[config.mk]
export PLATFORM = sky130hd
export DESIGN_NAME = periph_subsystem_top
export DESIGN_NICKNAME = d
export VERILOG_FILES = /design/src/source/periph_link_pkg.sv /design/src/source/uart_tx.sv /design/src/source/apb_slave_bridge.sv /design/src/source/sysl_lite_port.sv /design/src/source/peripheral_link.sv /design/src/source/periph_subsystem_top.sv
export SDC_FILE = /design/constraint.sdc
export NUM_CORES = 1
export LEC_CHECK = 0
export ABC_AREA = 0
export CAP_MARGIN = 20
export CORE_MARGIN = 1.5
export CORE_UTILIZATION = 35
export DETAILED_ROUTE_END_ITERATION = 12
export DONT_BUFFER_PORTS = 1
export GPL_ROUTABILITY_DRIVEN = 0
export SLEW_MARGIN = 20
export SYNTH_ARGS = -nofsm -noshare
export SYNTH_HDL_FRONTEND = slang
export SYNTH_SLANG_ARGS = --single-unit
[constraint.sdc]
create_clock -name periphl_clk_i -period 12.3 [get_ports periphl_clk_i]
set_clock_uncertainty 0.05 [all_clocks]
set_input_delay 0.615 -clock periphl_clk_i [delete_from_list [all_inputs] [get_ports periphl_clk_i]]
set_output_delay 0.615 -clock periphl_clk_i [all_outputs]
set_load 0.01 [all_outputs]
[src/source/periph_link_pkg.sv]
`default_nettype none

package periph_link_pkg;

  ////////////////////
  // Link widths
  ////////////////////

  localparam int unsigned LINK_ADDRW = 32;
  localparam int unsigned LINK_DATAW = 32;
  localparam int unsigned LINK_STRBW = LINK_DATAW / 8;

  ////////////////////
  // Address map
  ////////////////////

  // ROM window must be aligned to its own size
  localparam logic [LINK_ADDRW-1:0] BOOT_ROM_BASE = 32'h0000_1000;
  localparam int unsigned BOOT_ROM_WORDS = 16;

  localparam logic [LINK_ADDRW-1:0] UART_BASE = 32'h0000_2000;
  localparam logic [LINK_ADDRW-1:0] UART_TXDATA_OFS = 32'h0000_0000;
  localparam logic [LINK_ADDRW-1:0] UART_STATUS_OFS = 32'h0000_0004;

  localparam logic [1:0] AXIL_RESP_OKAY = 2'b00;
  localparam logic [1:0] AXIL_RESP_SLVERR = 2'b10;

  // Boot image, prints two characters through the UART and parks
  localparam logic [LINK_DATAW-1:0] BOOT_ROM_INIT [BOOT_ROM_WORDS] = '{
    32'h0000_0093, 32'h0000_0113, 32'h0000_0193, 32'h0000_0213,
    32'h0000_22b7, 32'h0480_0313, 32'h0062_a023, 32'h0042_a383,
    32'h0013_f393, 32'hfe03_9ce3, 32'h0690_0313, 32'h0062_a023,
    32'h1050_0073, 32'hffdf_f06f, 32'h0000_0013, 32'h0000_0013
  };

  ////////////////////
  // Bus structs
  ////////////////////

  typedef struct packed {
    logic                  valid;
    logic                  write;
    logic [LINK_ADDRW-1:0] addr;
    logic [LINK_DATAW-1:0] wdata;
    logic [LINK_STRBW-1:0] strb;
  } link_req_t;

  typedef struct packed {
    logic                  done;
    logic [LINK_DATAW-1:0] rdata;
    logic                  err;
  } link_resp_t;

  typedef struct packed {
    logic                  psel;
    logic                  penable;
    logic                  pwrite;
    logic [LINK_ADDRW-1:0] paddr;
    logic [LINK_DATAW-1:0] pwdata;
    logic [LINK_STRBW-1:0] pstrb;
  } apb_req_t;

  typedef struct packed {
    logic                  pready;
    logic [LINK_DATAW-1:0] prdata;
    logic                  pslverr;
  } apb_resp_t;

  typedef struct packed {
    logic                  aw_valid;
    logic [LINK_ADDRW-1:0] aw_addr;
    logic                  w_valid;
    logic [LINK_DATAW-1:0] w_data;
    logic [LINK_STRBW-1:0] w_strb;
    logic                  b_ready;
    logic                  ar_valid;
    logic [LINK_ADDRW-1:0] ar_addr;
    logic                  r_ready;
  } axil_req_t;

  typedef struct packed {
    logic                  aw_ready;
    logic                  w_ready;
    logic                  b_valid;
    logic [1:0]            b_resp;
    logic                  ar_ready;
    logic                  r_valid;
    logic [LINK_DATAW-1:0] r_data;
    logic [1:0]            r_resp;
  } axil_resp_t;

endpackage

`default_nettype wire

[src/source/uart_tx.sv]
`timescale 1ns/1ps
`default_nettype none

module uart_tx #(
  parameter int unsigned CLKS_PER_BIT = 8
) (
  input  logic       periphl_clk_i,
  input  logic       rst_n_i,
  input  logic       load_i,
  input  logic [7:0] data_i,
  output logic       busy_o,
  output logic       tx_o
);

  localparam int unsigned CNT_W = $clog2(CLKS_PER_BIT + 1);

  typedef enum logic [1:0] {
    TX_IDLE,
    TX_START,
    TX_DATA,
    TX_STOP
  } tx_state_e;

  tx_state_e        state_q;
  logic [CNT_W-1:0] cnt_q;
  logic [2:0]       bit_idx_q;
  logic [7:0]       shift_q;
  logic             bit_end;

  // Last clock of the current bit period
  assign bit_end = (cnt_q == CNT_W'(CLKS_PER_BIT - 1));

  always_ff @(posedge periphl_clk_i) begin
    if (!rst_n_i) begin
      state_q   <= TX_IDLE;
      cnt_q     <= '0;
      bit_idx_q <= '0;
    end else begin
      cnt_q <= bit_end ? '0 : cnt_q + 1'b1;
      case (state_q)
        TX_IDLE: begin
          cnt_q     <= '0;
          bit_idx_q <= '0;
          if (load_i) state_q <= TX_START;
        end
        TX_START: if (bit_end) state_q <= TX_DATA;
        TX_DATA: begin
          if (bit_end) begin
            bit_idx_q <= bit_idx_q + 1'b1;
            if (bit_idx_q == 3'd7) state_q <= TX_STOP;
          end
        end
        TX_STOP: if (bit_end) state_q <= TX_IDLE;
        default: state_q <= TX_IDLE;
      endcase
    end
  end

  // LSB goes out first
  always_ff @(posedge periphl_clk_i) begin
    if (state_q == TX_IDLE && load_i) shift_q <= data_i;
    else if (state_q == TX_DATA && bit_end) shift_q <= {1'b0, shift_q[7:1]};
  end

  always_comb begin
    case (state_q)
      TX_START: tx_o = 1'b0;
      TX_DATA:  tx_o = shift_q[0];
      default:  tx_o = 1'b1;
    endcase
  end

  assign busy_o = (state_q != TX_IDLE);

endmodule

`default_nettype wire

[src/source/apb_slave_bridge.sv]
`timescale 1ns/1ps
`default_nettype none

module apb_slave_bridge (
  input  logic                         periphl_clk_i,
  input  logic                         rst_n_i,
  input  periph_link_pkg::apb_req_t    apb_req_i,
  output periph_link_pkg::apb_resp_t   apb_resp_o,
  output periph_link_pkg::link_req_t   link_req_o,
  input  periph_link_pkg::link_resp_t  link_resp_i
);

  import periph_link_pkg::*;

  typedef enum logic [1:0] {
    APB_IDLE,
    APB_WAIT,
    APB_RESPOND
  } apb_state_e;

  apb_state_e            state_q;
  logic                  access;
  logic                  write_q;
  logic [LINK_ADDRW-1:0] addr_q;
  logic [LINK_DATAW-1:0] wdata_q;
  logic [LINK_STRBW-1:0] strb_q;
  logic [LINK_DATAW-1:0] rdata_q;
  logic                  err_q;

  assign access = apb_req_i.psel & apb_req_i.penable;

  always_ff @(posedge periphl_clk_i) begin
    if (!rst_n_i) begin
      state_q <= APB_IDLE;
    end else begin
      case (state_q)
        APB_IDLE:    if (access) state_q <= APB_WAIT;
        APB_WAIT:    if (link_resp_i.done) state_q <= APB_RESPOND;
        APB_RESPOND: state_q <= APB_IDLE;
        default:     state_q <= APB_IDLE;
      endcase
    end
  end

  // Transfer is stable from setup onwards, so capture it while idle
  always_ff @(posedge periphl_clk_i) begin
    if (state_q == APB_IDLE && apb_req_i.psel) begin
      write_q <= apb_req_i.pwrite;
      addr_q  <= apb_req_i.paddr;
      wdata_q <= apb_req_i.pwdata;
      strb_q  <= apb_req_i.pstrb;
    end
    if (state_q == APB_WAIT && link_resp_i.done) begin
      rdata_q <= link_resp_i.rdata;
      err_q   <= link_resp_i.err;
    end
  end

  // Request from the first access cycle, dropped once the answer is back
  assign link_req_o.valid = access & (state_q != APB_RESPOND);
  assign link_req_o.write = write_q;
  assign link_req_o.addr  = addr_q;
  assign link_req_o.wdata = wdata_q;
  assign link_req_o.strb  = strb_q;

  assign apb_resp_o.pready  = (state_q == APB_RESPOND);
  assign apb_resp_o.prdata  = rdata_q;
  assign apb_resp_o.pslverr = err_q & (state_q == APB_RESPOND);

endmodule

`default_nettype wire

[src/source/sysl_lite_port.sv]
`timescale 1ns/1ps
`default_nettype none

module sysl_lite_port (
  input  logic                         periphl_clk_i,
  input  logic                         rst_n_i,
  input  periph_link_pkg::axil_req_t   axil_req_i,
  output periph_link_pkg::axil_resp_t  axil_resp_o,
  output periph_link_pkg::link_req_t   link_req_o,
  input  periph_link_pkg::link_resp_t  link_resp_i
);

  import periph_link_pkg::*;

  typedef enum logic [2:0] {
    SP_COLLECT,
    SP_WR_ACCESS,
    SP_RD_ACCESS,
    SP_WR_RESP,
    SP_RD_RESP
  } sp_state_e;

  sp_state_e             state_q;
  logic                  aw_have_q;
  logic                  w_have_q;
  logic                  ar_have_q;
  logic [LINK_ADDRW-1:0] aw_addr_q;
  logic [LINK_ADDRW-1:0] ar_addr_q;
  logic [LINK_DATAW-1:0] w_data_q;
  logic [LINK_STRBW-1:0] w_strb_q;
  logic [LINK_DATAW-1:0] rdata_q;
  logic [1:0]            resp_q;
  logic                  aw_ready;
  logic                  w_ready;
  logic                  ar_ready;

  // Beats are only taken while no transaction or response is pending
  assign aw_ready = (state_q == SP_COLLECT) & ~aw_have_q;
  assign w_ready  = (state_q == SP_COLLECT) & ~w_have_q;
  assign ar_ready = (state_q == SP_COLLECT) & ~ar_have_q;

  always_ff @(posedge periphl_clk_i) begin
    if (!rst_n_i) begin
      state_q   <= SP_COLLECT;
      aw_have_q <= 1'b0;
      w_have_q  <= 1'b0;
      ar_have_q <= 1'b0;
    end else begin
      if (axil_req_i.aw_valid && aw_ready) aw_have_q <= 1'b1;
      if (axil_req_i.w_valid && w_ready) w_have_q <= 1'b1;
      if (axil_req_i.ar_valid && ar_ready) ar_have_q <= 1'b1;
      case (state_q)
        // Complete write first
        SP_COLLECT: begin
          if (aw_have_q && w_have_q) state_q <= SP_WR_ACCESS;
          else if (ar_have_q) state_q <= SP_RD_ACCESS;
        end
        SP_WR_ACCESS: begin
          if (link_resp_i.done) begin
            state_q   <= SP_WR_RESP;
            aw_have_q <= 1'b0;
            w_have_q  <= 1'b0;
          end
        end
        SP_RD_ACCESS: begin
          if (link_resp_i.done) begin
            state_q   <= SP_RD_RESP;
            ar_have_q <= 1'b0;
          end
        end
        SP_WR_RESP: if (axil_req_i.b_ready) state_q <= SP_COLLECT;
        SP_RD_RESP: if (axil_req_i.r_ready) state_q <= SP_COLLECT;
        default:    state_q <= SP_COLLECT;
      endcase
    end
  end

  always_ff @(posedge periphl_clk_i) begin
    if (axil_req_i.aw_valid && aw_ready) aw_addr_q <= axil_req_i.aw_addr;
    if (axil_req_i.ar_valid && ar_ready) ar_addr_q <= axil_req_i.ar_addr;
    if (axil_req_i.w_valid && w_ready) begin
      w_data_q <= axil_req_i.w_data;
      w_strb_q <= axil_req_i.w_strb;
    end
    if (link_resp_i.done) begin
      rdata_q <= link_resp_i.rdata;
      resp_q  <= link_resp_i.err ? AXIL_RESP_SLVERR : AXIL_RESP_OKAY;
    end
  end

  assign link_req_o.valid = (state_q == SP_WR_ACCESS) | (state_q == SP_RD_ACCESS);
  assign link_req_o.write = (state_q == SP_WR_ACCESS);
  assign link_req_o.addr  = (state_q == SP_WR_ACCESS) ? aw_addr_q : ar_addr_q;
  assign link_req_o.wdata = w_data_q;
  assign link_req_o.strb  = (state_q == SP_WR_ACCESS) ? w_strb_q : '0;

  assign axil_resp_o.aw_ready = aw_ready;
  assign axil_resp_o.w_ready  = w_ready;
  assign axil_resp_o.b_valid  = (state_q == SP_WR_RESP);
  assign axil_resp_o.b_resp   = resp_q;
  assign axil_resp_o.ar_ready = ar_ready;
  assign axil_resp_o.r_valid  = (state_q == SP_RD_RESP);
  assign axil_resp_o.r_data   = rdata_q;
  assign axil_resp_o.r_resp   = resp_q;

endmodule

`default_nettype wire

[src/source/peripheral_link.sv]
`timescale 1ns/1ps
`default_nettype none

module peripheral_link #(
  parameter int unsigned CLKS_PER_BIT = 8
) (
  input  logic                         periphl_clk_i,
  input  logic                         rst_n_i,
  input  periph_link_pkg::link_req_t   apb_link_req_i,
  input  periph_link_pkg::link_req_t   sysl_link_req_i,
  output periph_link_pkg::link_resp_t  apb_link_resp_o,
  output periph_link_pkg::link_resp_t  sysl_link_resp_o,
  output logic                         uart_tx_o
);

  import periph_link_pkg::*;

  // Byte address bits covered by the ROM window
  localparam int unsigned ROM_AW = $clog2(BOOT_ROM_WORDS) + 2;

  typedef enum logic [1:0] {
    LINK_IDLE,
    LINK_ACCESS,
    LINK_UART_WAIT
  } link_state_e;

  link_state_e           state_q;
  logic                  grant_q;
  logic                  grant_d;
  logic                  done_q;
  logic [LINK_DATAW-1:0] rdata_q;
  logic                  err_q;
  logic                  apb_elig;
  logic                  sysl_elig;
  logic                  active;
  link_req_t             req;
  logic                  rom_hit;
  logic                  txdata_hit;
  logic                  status_hit;
  logic [LINK_DATAW-1:0] rdata_d;
  logic                  err_d;
  logic                  finish;
  logic                  uart_load;
  logic                  uart_busy;

  ////////////////////
  // Round-robin grant
  ////////////////////

  // A requester seeing done still holds valid for that cycle, so mask it
  assign apb_elig  = apb_link_req_i.valid & ~(done_q & ~grant_q);
  assign sysl_elig = sysl_link_req_i.valid & ~(done_q & grant_q);

  // grant_q keeps the last served requester, the other one wins a tie
  assign grant_d = (apb_elig && sysl_elig) ? ~grant_q : sysl_elig;

  always_ff @(posedge periphl_clk_i) begin
    if (!rst_n_i) begin
      state_q <= LINK_IDLE;
      grant_q <= 1'b1;
      done_q  <= 1'b0;
    end else begin
      done_q <= 1'b0;
      case (state_q)
        LINK_IDLE: begin
          if (apb_elig || sysl_elig) begin
            state_q <= LINK_ACCESS;
            grant_q <= grant_d;
          end
        end
        LINK_ACCESS, LINK_UART_WAIT: begin
          if (finish) begin
            state_q <= LINK_IDLE;
            done_q  <= 1'b1;
          end else begin
            state_q <= LINK_UART_WAIT;
          end
        end
        default: state_q <= LINK_IDLE;
      endcase
    end
  end

  ////////////////////
  // Address decode
  ////////////////////

  assign active = (state_q == LINK_ACCESS) | (state_q == LINK_UART_WAIT);
  assign req    = grant_q ? sysl_link_req_i : apb_link_req_i;

  assign rom_hit    = req.addr[LINK_ADDRW-1:ROM_AW] == BOOT_ROM_BASE[LINK_ADDRW-1:ROM_AW];
  assign txdata_hit = req.addr == (UART_BASE + UART_TXDATA_OFS);
  assign status_hit = req.addr == (UART_BASE + UART_STATUS_OFS);

  always_comb begin
    rdata_d   = '0;
    err_d     = 1'b0;
    finish    = 1'b1;
    uart_load = 1'b0;
    if (rom_hit) begin
      if (req.write) err_d = 1'b1;
      else rdata_d = BOOT_ROM_INIT[req.addr[ROM_AW-1:2]];
    end else if (txdata_hit) begin
      // Hold the access until the transmitter is free
      if (req.write && req.strb[0]) begin
        finish    = ~uart_busy;
        uart_load = active & ~uart_busy;
      end
    end else if (status_hit) begin
      rdata_d = {{(LINK_DATAW-1){1'b0}}, uart_busy};
    end else begin
      // Default slave
      err_d = 1'b1;
    end
  end

  always_ff @(posedge periphl_clk_i) begin
    if (active && finish) begin
      rdata_q <= rdata_d;
      err_q   <= err_d;
    end
  end

  assign apb_link_resp_o.done   = done_q & ~grant_q;
  assign apb_link_resp_o.rdata  = rdata_q;
  assign apb_link_resp_o.err    = err_q;
  assign sysl_link_resp_o.done  = done_q & grant_q;
  assign sysl_link_resp_o.rdata = rdata_q;
  assign sysl_link_resp_o.err   = err_q;

  ////////////////////
  // UART
  ////////////////////

  uart_tx #(
    .CLKS_PER_BIT(CLKS_PER_BIT)
  ) uart_device (
    .periphl_clk_i(periphl_clk_i),
    .rst_n_i      (rst_n_i),
    .load_i       (uart_load),
    .data_i       (req.wdata[7:0]),
    .busy_o       (uart_busy),
    .tx_o         (uart_tx_o)
  );

endmodule

`default_nettype wire

[src/source/periph_subsystem_top.sv]
`timescale 1ns/1ps
`default_nettype none

module periph_subsystem_top #(
  parameter int unsigned CLKS_PER_BIT = 8
) (
  input  logic                         periphl_clk_i,
  input  logic                         rst_n_i,
  input  periph_link_pkg::apb_req_t    apb_req_i,
  output periph_link_pkg::apb_resp_t   apb_resp_o,
  input  periph_link_pkg::axil_req_t   sysl_axil_req_i,
  output periph_link_pkg::axil_resp_t  sysl_axil_resp_o,
  output logic                         uart_tx_o
);

  import periph_link_pkg::*;

  link_req_t  apb_link_req;
  link_resp_t apb_link_resp;
  link_req_t  sysl_link_req;
  link_resp_t sysl_link_resp;

  ////////////////////
  // Requesters
  ////////////////////

  apb_slave_bridge apb_slave (
    .periphl_clk_i(periphl_clk_i),
    .rst_n_i      (rst_n_i),
    .apb_req_i    (apb_req_i),
    .apb_resp_o   (apb_resp_o),
    .link_req_o   (apb_link_req),
    .link_resp_i  (apb_link_resp)
  );

  sysl_lite_port sysl_port (
    .periphl_clk_i(periphl_clk_i),
    .rst_n_i      (rst_n_i),
    .axil_req_i   (sysl_axil_req_i),
    .axil_resp_o  (sysl_axil_resp_o),
    .link_req_o   (sysl_link_req),
    .link_resp_i  (sysl_link_resp)
  );

  // ROM, UART and default slave all live behind the link
  peripheral_link #(
    .CLKS_PER_BIT(CLKS_PER_BIT)
  ) periph_link (
    .periphl_clk_i   (periphl_clk_i),
    .rst_n_i         (rst_n_i),
    .apb_link_req_i  (apb_link_req),
    .sysl_link_req_i (sysl_link_req),
    .apb_link_resp_o (apb_link_resp),
    .sysl_link_resp_o(sysl_link_resp),
    .uart_tx_o       (uart_tx_o)
  );

endmodule

`default_nettype wire

Word-level counts from Yosys, hierarchy flattened

Memory sizes are Yosys's and may differ from the RTL's.
Cells that the tools add are included.

Add/sub/neg operators: 2
$mul: 0
Divide/modulo/power cells: 0
Order comparisons: 1
Eq/ne operators: 30
Shifts and indexed selects: 0
Mux-type cells: 55
Bitwise logic cells: 22
Reductions and logical operators: 27

Operator list:

| kind                                                  | number |
|---|---|
| two-way mux 32 bit                                    | 6 |
| two-way mux 69 bit                                    | 1 |
| == test 32 x 14 -> 1 bit, second input constant       | 2 |
| == test 26 x 7 -> 1 bit, second input constant        | 1 |
| two-way mux 1 bit                                     | 22 |
| two-way mux 3 bit                                     | 7 |
| two-way mux 2 bit                                     | 10 |
| inequality test 2 bit, second input constant          | 9 |
| two-way mux 8 bit                                     | 2 |
| one-hot mux 3 bit (5 select lines)                    | 1 |
| AND 1 bit                                             | 11 |
| logical AND 1 bit                                     | 11 |
| AND reduction 5 bit                                   | 2 |
| == test 2 bit, second input constant                  | 4 |
| inequality test 2 x 1 -> 1 bit, second input constant | 4 |
| NOT 1 bit                                             | 8 |
| one-hot mux 2 bit (2 select lines)                    | 2 |
| one-hot mux 2 bit (4 select lines)                    | 1 |
| AND reduction 2 bit                                   | 4 |
| == test 2 x 1 -> 1 bit, second input constant         | 3 |
| == test 3 x 2 -> 1 bit, second input constant         | 2 |
| == test 3 bit, second input constant                  | 2 |
| logical NOT 2 bit                                     | 3 |
| one-hot mux 3 bit (2 select lines)                    | 1 |
| 15 further kinds                                      | 18 |

Register bits after elaboration: 298
Bits in latches: 0
Bits in writable memories: 0
Bits in read-only memories: 512
Output and inout port bits: 76
Memories: 1

Memory list:

| name            | words | width | rd ports | clocked after Yosys merged registers in | write ports | RTL line               | source |
|---|---|---|---|---|---|---|---|
| (no name shown) | 16    | 32    | 1        | 0                                       | 0           | peripheral_link.sv:102 | `else rdata_d = BOOT_ROM_INIT[req.addr[ROM_AW-1:2]];` |

Logic depth before layout (Yosys ltp)

Gate-level depths: netlist of the first run.

Word-level depth: 9
Mapped depth: 12
Depth with buffers taken out: 10

Hierarchy

A second synthesis of the first run with hierarchy kept.

Cells, all modules: 636
Area total of the unflattened synthesis: 11013.1 µm²

By module, submodules not included:

| module           | times used | cells an instance | area an instance (µm²) | seq. area each (µm²) |
|---|---|---|---|---|
| sysl_lite_port   | 1          | 225               | 4839.6                 | 4113.9 |
| apb_slave_bridge | 1          | 117               | 3183.1                 | 3103.0 |
| peripheral_link  | 1          | 221               | 2160.8                 | 770.7 |
| uart_tx          | 1          | 73                | 829.5                  | 420.4 |

Worst setup path before layout of the first run

No wires, ideal clock.

Kind: in2reg
Start: input port apb_req_i[70] (netlist name)
End: register apb_slave.addr_q[0] (enable)
Setup time: 502 ps
Arrival: 3692 ps
Setup slack: 8056 ps
Stages: 1
Buffers on the path: 0
Cells stage by stage: nor3b_1

Word-level cells in the longest chain between the ends: 1

Ends and longest elaborated chain:

| item                 | RTL line                  | source |
|---|---|---|
| from (decl)          | periph_subsystem_top.sv:9 | `input periph_link_pkg::apb_req_t apb_req_i,` |
| logical AND 1 bit    | apb_slave_bridge.sv:47    | `if (state_q == APB_IDLE && apb_req_i.psel) begin` |
| to (signal assigned) | apb_slave_bridge.sv:49    | `addr_q <= apb_req_i.paddr;` |
| to (decl)            | apb_slave_bridge.sv:24    | `logic [LINK_ADDRW-1:0] addr_q;` |

No other way between the ends.
A chain may end at the register's enable or synchronous reset.

Final worst setup path of the first run

Start: register sysl_port.state_q[0]
End: register periph_link.rdata_q[17] (enable)

Word-level cells in the longest chain between the ends: 8

Ends and longest elaborated chain:

| item                                                                             | RTL line                                                         | source |
|---|---|---|
| from (decl)                                                                      | sysl_lite_port.sv:23                                             | `sp_state_e state_q;` |
| from (signal assigned)                                                           | sysl_lite_port.sv:44                                             | `state_q <= SP_COLLECT;` |
| from (signal assigned)                                                           | sysl_lite_port.sv:55                                             | `if (aw_have_q && w_have_q) state_q <= SP_WR_ACCESS;` |
| from (signal assigned)                                                           | sysl_lite_port.sv:56                                             | `else if (ar_have_q) state_q <= SP_RD_ACCESS;` |
| == test 3 x 1 -> 1 bit (*)                                                       | sysl_lite_port.sv:92, sysl_lite_port.sv:93, sysl_lite_port.sv:95 |  |
| two-way mux 4 bit                                                                | sysl_lite_port.sv:95                                             | `assign link_req_o.strb = (state_q == SP_WR_ACCESS) ? w_strb_q : '0;` |
| two-way mux 69 bit (*)                                                           | peripheral_link.sv:89                                            | `assign req = grant_q ? sysl_link_req_i : apb_link_req_i;` |
| parallel branches: the longest is 3 deep, another holds == test 32 x 14 -> 1 bit | --                                                               |  |
| two-way mux 1 bit (*)                                                            | peripheral_link.sv:100                                           | `if (rom_hit) begin` |
| logical AND 1 bit (*)                                                            | peripheral_link.sv:118                                           | `if (active && finish) begin` |
| to (signal assigned)                                                             | peripheral_link.sv:119                                           | `rdata_q <= rdata_d;` |
| to (decl)                                                                        | peripheral_link.sv:31                                            | `logic [LINK_DATAW-1:0] rdata_q;` |

Mark *: on every way between the ends.

==> impl_metrics.py, run 1 <==
metrics = {
    "cells_and_area": {
        "area_growth_pct": 10.9,
        "final_area_um2": 9150,
        "drive_above_1_share_pct": 14.2,
        "fin_nets": 701,
    },
    "global_routing": {
        "grt_pass1_wl_um": 22000,
        "grt_pass1_vias": 4022,
        "globalRouteOverflowTotal": 0,
        "busiest_layer": "met2",
        "met1_usage_pct": 14.3,
        "antenna_found_initial": 2,
        "grt_max_degree": 43,
        "met2_usage_pct": 19.8,
        "grtUsageMet3_pct": 3.66,
        "grtUsageTotal_pct": 11.9,
    },
    "die": {
        "coreArea_um2": 22800,
        "rows": 55,
        "initial_core_util_pct": 36.1,
        "die-area_um2": 24500,
        "dieWidth_um": 156,
        "io_pins": 254,
        "die_h_um": 156,
    },
    "synthesis": {
        "yosys.area.top_type": "edfxtp_1",
        "synth-seq-cells": 213,
        "netlist_instances": 518,
        "netlist_area_um2": 8240,
        "synth.distinct_cells": 62,
        "netlist.area_leader.share_pct": 69.9,
        "synth_area_leaders": "edfxtp_1 70%, dfxtp_1 5.1%, buf_4 2.4%",
        "yosysMostFrequentCell": "edfxtp_1",
        "yosys_warnings": 0,
        "synth_ff_type": "edfxtp_1",
        "async_flop_share_pct": 0,
        "syn_avg_cell_area_um2": 15.9,
        "synth_seq_area_share_pct": 75.0,
        "netlist_top_cells_count": "192 x edfxtp_1, 42 x nor2_1, 30 x nand2_1",
        "synth-edff-count": 192,
    },
    "routing": {
        "drt_iter0_drc": 233,
        "via_per_inst": 4.87,
        "routedWlPerCell_um": 17.7,
        "drtAntennaViolNets": 0,
        "num_vias": 4073,
        "wl_um": 14800,
        "drc_errors": 0,
        "dr.pass1.iters": 5,
    },
    "setup_path": {
        "startpoint_type": "flip-flop",
        "critPathMaxFanout": 24,
        "critPathKind": "flip-flop to flip-flop",
        "arrival_ns": 4.25,
        "cp_slowest_stage_delay_ns": 0.81,
        "critPathRequiredTime_ns": 12.38,
        "slowest_stage": "a31oi_1",
        "path_cells": "nor3b_4 > nand2_1 > a31oi_1 > inv_1 > ha_1 > nor2b_1 > o21ai_1 > o31a_2",
        "r2r_start": "sysl_port.state_q[0]",
        "cp-startpoint": "sysl_port.state_q[0]",
        "worst_setup_path_end_kind": "flip-flop",
    },
    "min_path": {
        "min-delay-start": "sysl_axil_req_i[16]",
        "hp-class": "input port to flip-flop",
    },
    "timing": {
        "timing.final.crit_share_pct": 33.9,
        "setup_viol": 0,
        "worst_pin_slew_ns": 0.979,
        "hold_viol": 0,
        "holdWs_ns": 0.161,
        "worst_slack_ns": 8.13,
        "drv_slew": 0,
        "setup_tns_ns": 0,
        "max_freq_mhz": 240,
        "period_needed_ns": 4.17,
        "rsz0062_at_grt": "no",
        "relSlewSlack_pct": 34.5,
    },
    "clock_network": {
        "root_buffer": "clkbuf_16",
        "clock_latency_ns": 0.50,
        "clockBufferDepth": 3,
        "cts_tree": "yes",
        "h-tree-depth": 1,
        "postCtsHoldBufs": 0,
        "cts_setup_buffers": 0,
        "cts_buffers": 23,
        "cts_resized": 0,
        "cts.sinks": 213,
        "cts.clk_slew.worst_paths_ns": 0.06,
    },
    "power": {
        "power.density_nw_per_um2": 196,
        "leakagePower_uw": 0.00298,
        "vdd_ir_drop_max_uv": 130,
        "power_uw": 1790,
    },
    "place": {
        "place_ws_ns": 7.74,
        "placed_area_um2": 8420,
        "post-dp-hpwl_um": 10700,
        "portBuffers": 0,
    },
    "job": {
        "maxCapViolations": 0,
    },
    "status": {
        "status": "complete, no violations",
    },
}
logic make-up (layout without fill, tap and decap cells):
family | Yosys count | after routing | share of synthesized area [%]
buf+inv | 52 | 55 | 3.75
xor+xnor | 3 | 3 | 0.319
fa+ha+maj | 13 | 13 | 1.97
mux | 26 | 26 | 3.45
simple gates | 148 | 148 | 9.80
flops | 213 | 213 | 75.0
compound gates | 62 | 62 | 5.63
other cells | 1 | 3 | 0.0455
power by group:
group | total [uW] | internal [uW] | switching [uW]
sequential | 943 | 903 | 40.6
combinational | 203 | 59.9 | 143
clock | 643 | 382 | 262
total | 1790 | 1340 | 446
metrics by stage:
stage | std cells | util, %
detailed placement | 798 | 36.8
floorplan | 519 | -
global placement | 798 | 36.8
CTS | 835 | 40.0
global route | 836 | 40.0
finish | 836 | 40.0
cell usage in the layout, fill, tap and decap left out, types with 8 or more instances in the layout:
master / count
edfxtp_1: 192
ha_1: 13
inv_1: 13
clkbuf_16: 23
mux2_2: 15
nor4_1: 17
and2_1: 9
dfxtp_1: 21
nand2_1: 30
nor2b_1: 8
mux2i_1: 10
nor2_1: 42
a21oi_1: 20
final timing paths:
check,end,slack (ns),cells after the start
setup / recovery,periph_link.rdata_q[17],8.13,8
hold / removal,sysl_port.ar_addr_q[15],0.16,0
setup reg to reg,periph_link.rdata_q[17],8.13,8
hold reg to reg,sysl_port.rdata_q[21],0.39,0
registers in the layout (all words and copies together), names as in the netlist, 2 cells and up:
signal / cells
periph_link.uart_device.shift_q: 8
periph_link.uart_device.cnt_q: 4
periph_link.uart_device.bit_idx_q: 3
apb_slave.rdata_q: 22
periph_link.rdata_q: 22
periph_link.uart_device.state_q: 2
sysl_port.state_q: 3
sysl_port.ar_addr_q: 32
apb_slave.wdata_q: 8
apb_slave.state_q: 2
sysl_port.w_data_q: 8
apb_slave.addr_q: 32
periph_link.state_q: 2
sysl_port.aw_addr_q: 32
sysl_port.rdata_q: 22
critical path: cells and delay by family (launching register included):
kind / cells / cell delay [ns]
AOI/OAI and AO/OA: 3 / 1.64
DFF: 1 / 0.57
and+or+nand+nor: 3 / 0.92
buffers and inverters: 1 / 0.25
adders and majority gates: 1 / 0.37
layout make-up:
cell class                      instances  area, um2
Antenna cell                            1       2.50
Clock buffer                           23        576
Clock inverter                         14        134
Fill cell                            2132      13700
Inverter                               14       52.6
Multi-Input combinational cell        254       1770
Sequential cell                       213       6190
Tap cell                              313        392
Timing Repair Buffer                    4       30.0
layer usage:
layer | vias up | wire (um)
li1 | 1929 | -
met1 | 1927 | 6170
met2 | 176 | 7080
met3 | 39 | 1070
met4 | 2 | 478
met5 | - | 11
No activity file was read; power rests on OpenSTA's default activity.
==> inputs of run 2 (changes only) <==
==> constraint.sdc (replaced) <==
create_clock -name periphl_clk_i -period 3.6 [get_ports periphl_clk_i]
set_clock_uncertainty 0.05 [all_clocks]
set_input_delay 0.18 -clock periphl_clk_i [delete_from_list [all_inputs] [get_ports periphl_clk_i]]
set_output_delay 0.18 -clock periphl_clk_i [all_outputs]
set_load 0.01 [all_outputs]
==> run 2 against run 1 <==
Compared with the run above: final area rose by 14%; fmax is 39% higher; register-to-register slack worse by 7.5 ns; clock-buffer cell count rose by 4; critical endpoint is now periph_link.uart_device.shift_q[6]; cell count up 16%; combinational power rose to 4.3 times the previous value; utilization rose by 5.7 points; sequential share of layout area down 8.4 points.
==> impl_metrics.py, run 2 (same netlist as run 1, synthesis figures left out) <==
metrics = {
    "status": {
        "status": "complete, no violations",
    },
    "power": {
        "vdd_ir_drop_max_uv": 570,
        "power_uw": 6400,
        "leakagePower_uw": 0.00356,
        "power.density_nw_per_um2": 613,
    },
    "timing": {
        "rsz0062_at_grt": "no",
        "setup_viol": 0,
        "setup_tns_ns": 0,
        "drv_slew": 0,
        "worst_pin_slew_ns": 0.677,
        "timing.final.crit_share_pct": 83.5,
        "hold_viol": 0,
        "relSlewSlack_pct": 54.3,
        "period_needed_ns": 3.00,
        "max_freq_mhz": 333,
    },
    "cells_and_area": {
        "final_cell_mix": "192 x edfxtp_1, 118 x dlygate4sd3_1, 42 x nor2_1, 30 x nand2_1, 23 x clkbuf_16",
        "fin_nets": 832,
        "regArea_um2": 6190,
        "multi_input_area_um2": 1770,
        "drive_above_1_share_pct": 12.7,
        "final_area_um2": 10400,
        "reg_top3": "apb_slave.addr_q (32), sysl_port.ar_addr_q (32), sysl_port.aw_addr_q (32)",
        "area_growth_pct": 26.7,
        "fill_cells": 2001,
        "layout_commonest_cell": "edfxtp_1",
        "diodes": 0,
    },
    "global_routing": {
        "grtUsageTotal_pct": 13.9,
        "antenna_found_initial": 0,
        "globalRouteOverflowTotal": 0,
        "grt_max_degree": 43,
        "grt_pass1_vias": 4820,
        "grt_pass1_wl_um": 25900,
    },
    "die": {
        "io_pins": 254,
        "die_h_um": 156,
        "initial_core_util_pct": 36.1,
        "rows": 55,
        "coreArea_um2": 22800,
        "dieWidth_um": 156,
        "die-area_um2": 24500,
    },
    "place": {
        "post-dp-hpwl_um": 11000,
        "portBuffers": 0,
        "placed_area_um2": 8520,
    },
    "routing": {
        "dr.pass1.iters": 5,
        "wl_um": 17000,
        "drt_iter0_drc": 225,
        "drtAntennaViolNets": 0,
        "via_per_inst": 4.78,
        "routedWlPerCell_um": 17.5,
        "num_vias": 4624,
        "drc_errors": 0,
    },
    "setup_path": {
        "critPathMaxFanout": 24,
        "worst_setup_path_end_kind": "flip-flop",
        "critPathRequiredTime_ns": 3.80,
        "startpoint_type": "flip-flop",
        "arrival_ns": 3.21,
        "critPathKind": "flip-flop to flip-flop",
    },
    "clock_network": {
        "postCtsHoldBufs": 118,
        "cts_buffers": 23,
        "clockBufferDepth": 3,
        "clock_latency_ns": 0.51,
        "cts.clk_slew.worst_paths_ns": 0.06,
        "root_buffer": "clkbuf_16",
        "cts.sinks": 213,
        "cts_setup_buffers": 0,
        "cts_resized": 0,
        "h-tree-depth": 1,
        "cts_tree": "yes",
    },
    "min_path": {
        "hp-class": "input port to flip-flop",
    },
    "job": {
        "maxCapViolations": 0,
    },
}
-- run 2: cell count changes in the layout (fill, tap and decap cells not counted), sizes merged --
cell	delta
inv	+2
diode	-1
clkinv	-3
bufinv	+1
clkbuf	+4
buf	+13
clkinvlp	-2
dlygate4sd3	+118
-- run 2: worst max-delay path: stages, from the launching register on --
cell and delay [ns]:
dfxtp_1 0.39, buf_4 0.27, nor4_1 0.38, nand4_1 0.15, nor4_1 0.20, buf_4 0.19, o21ai_1 0.15, nor4_4 0.55
mux2_2 0.42
-- run 2: final cells by class --
| cell class | count | area share (%) |
|---|---|---|
| inverter | 14 | 0.503 |
| timing repair buffer | 135 | 12.5 |
| clock buffer | 27 | 5.65 |
| clock inverter | 12 | 1.43 |
| sequential | 213 | 59.2 |
| multi-input combinational | 254 | 16.9 |
| tap | 313 | 3.75 |
-- run 2: routing by layer --
layer | vias to the layer above | global-route usage [%] | routed length (um)
li1 | 2184 | - | -
met1 | 2216 | 16.4 | 7020
met2 | 185 | 24.6 | 8440
met3 | 39 | 3.38 | 943
met4 | 0 | 4.72 | 552
met5 | - | 0 | 0
-- run 2: worst paths after layout --
check                           from                            endpoint  slack, ns  cells past startpoint
max              periph_link.grant_q  periph_link.uart_device.shift_q[6]       0.60                      8
min               sysl_axil_req_i[0]                sysl_port.state_q[2]       0.04                      3
max reg2reg      periph_link.grant_q  periph_link.uart_device.shift_q[6]       0.60                      8
min reg2reg  periph_link.rdata_q[25]               apb_slave.rdata_q[25]       0.39                      0
-- run 2: power breakdown --
group	total (uW)	internal, uW	switching, uW
clock network	2320	1390	929
logic	873	327	545
registers	3210	3080	125
total	6400	4800	1600
-- run 2: stage by stage --
stage,hold slack (ns),cells,setup slack (ns),util (%)
after global placement,0.229,811,0.428,37.3
after floorplan,0.229,519,0.171,-
after CTS,0.0117,968,0.279,45.7
final,0.0364,968,0.596,45.7
after detailed placement,0.229,811,0.306,37.3
after global routing,0.0429,968,0.286,45.7
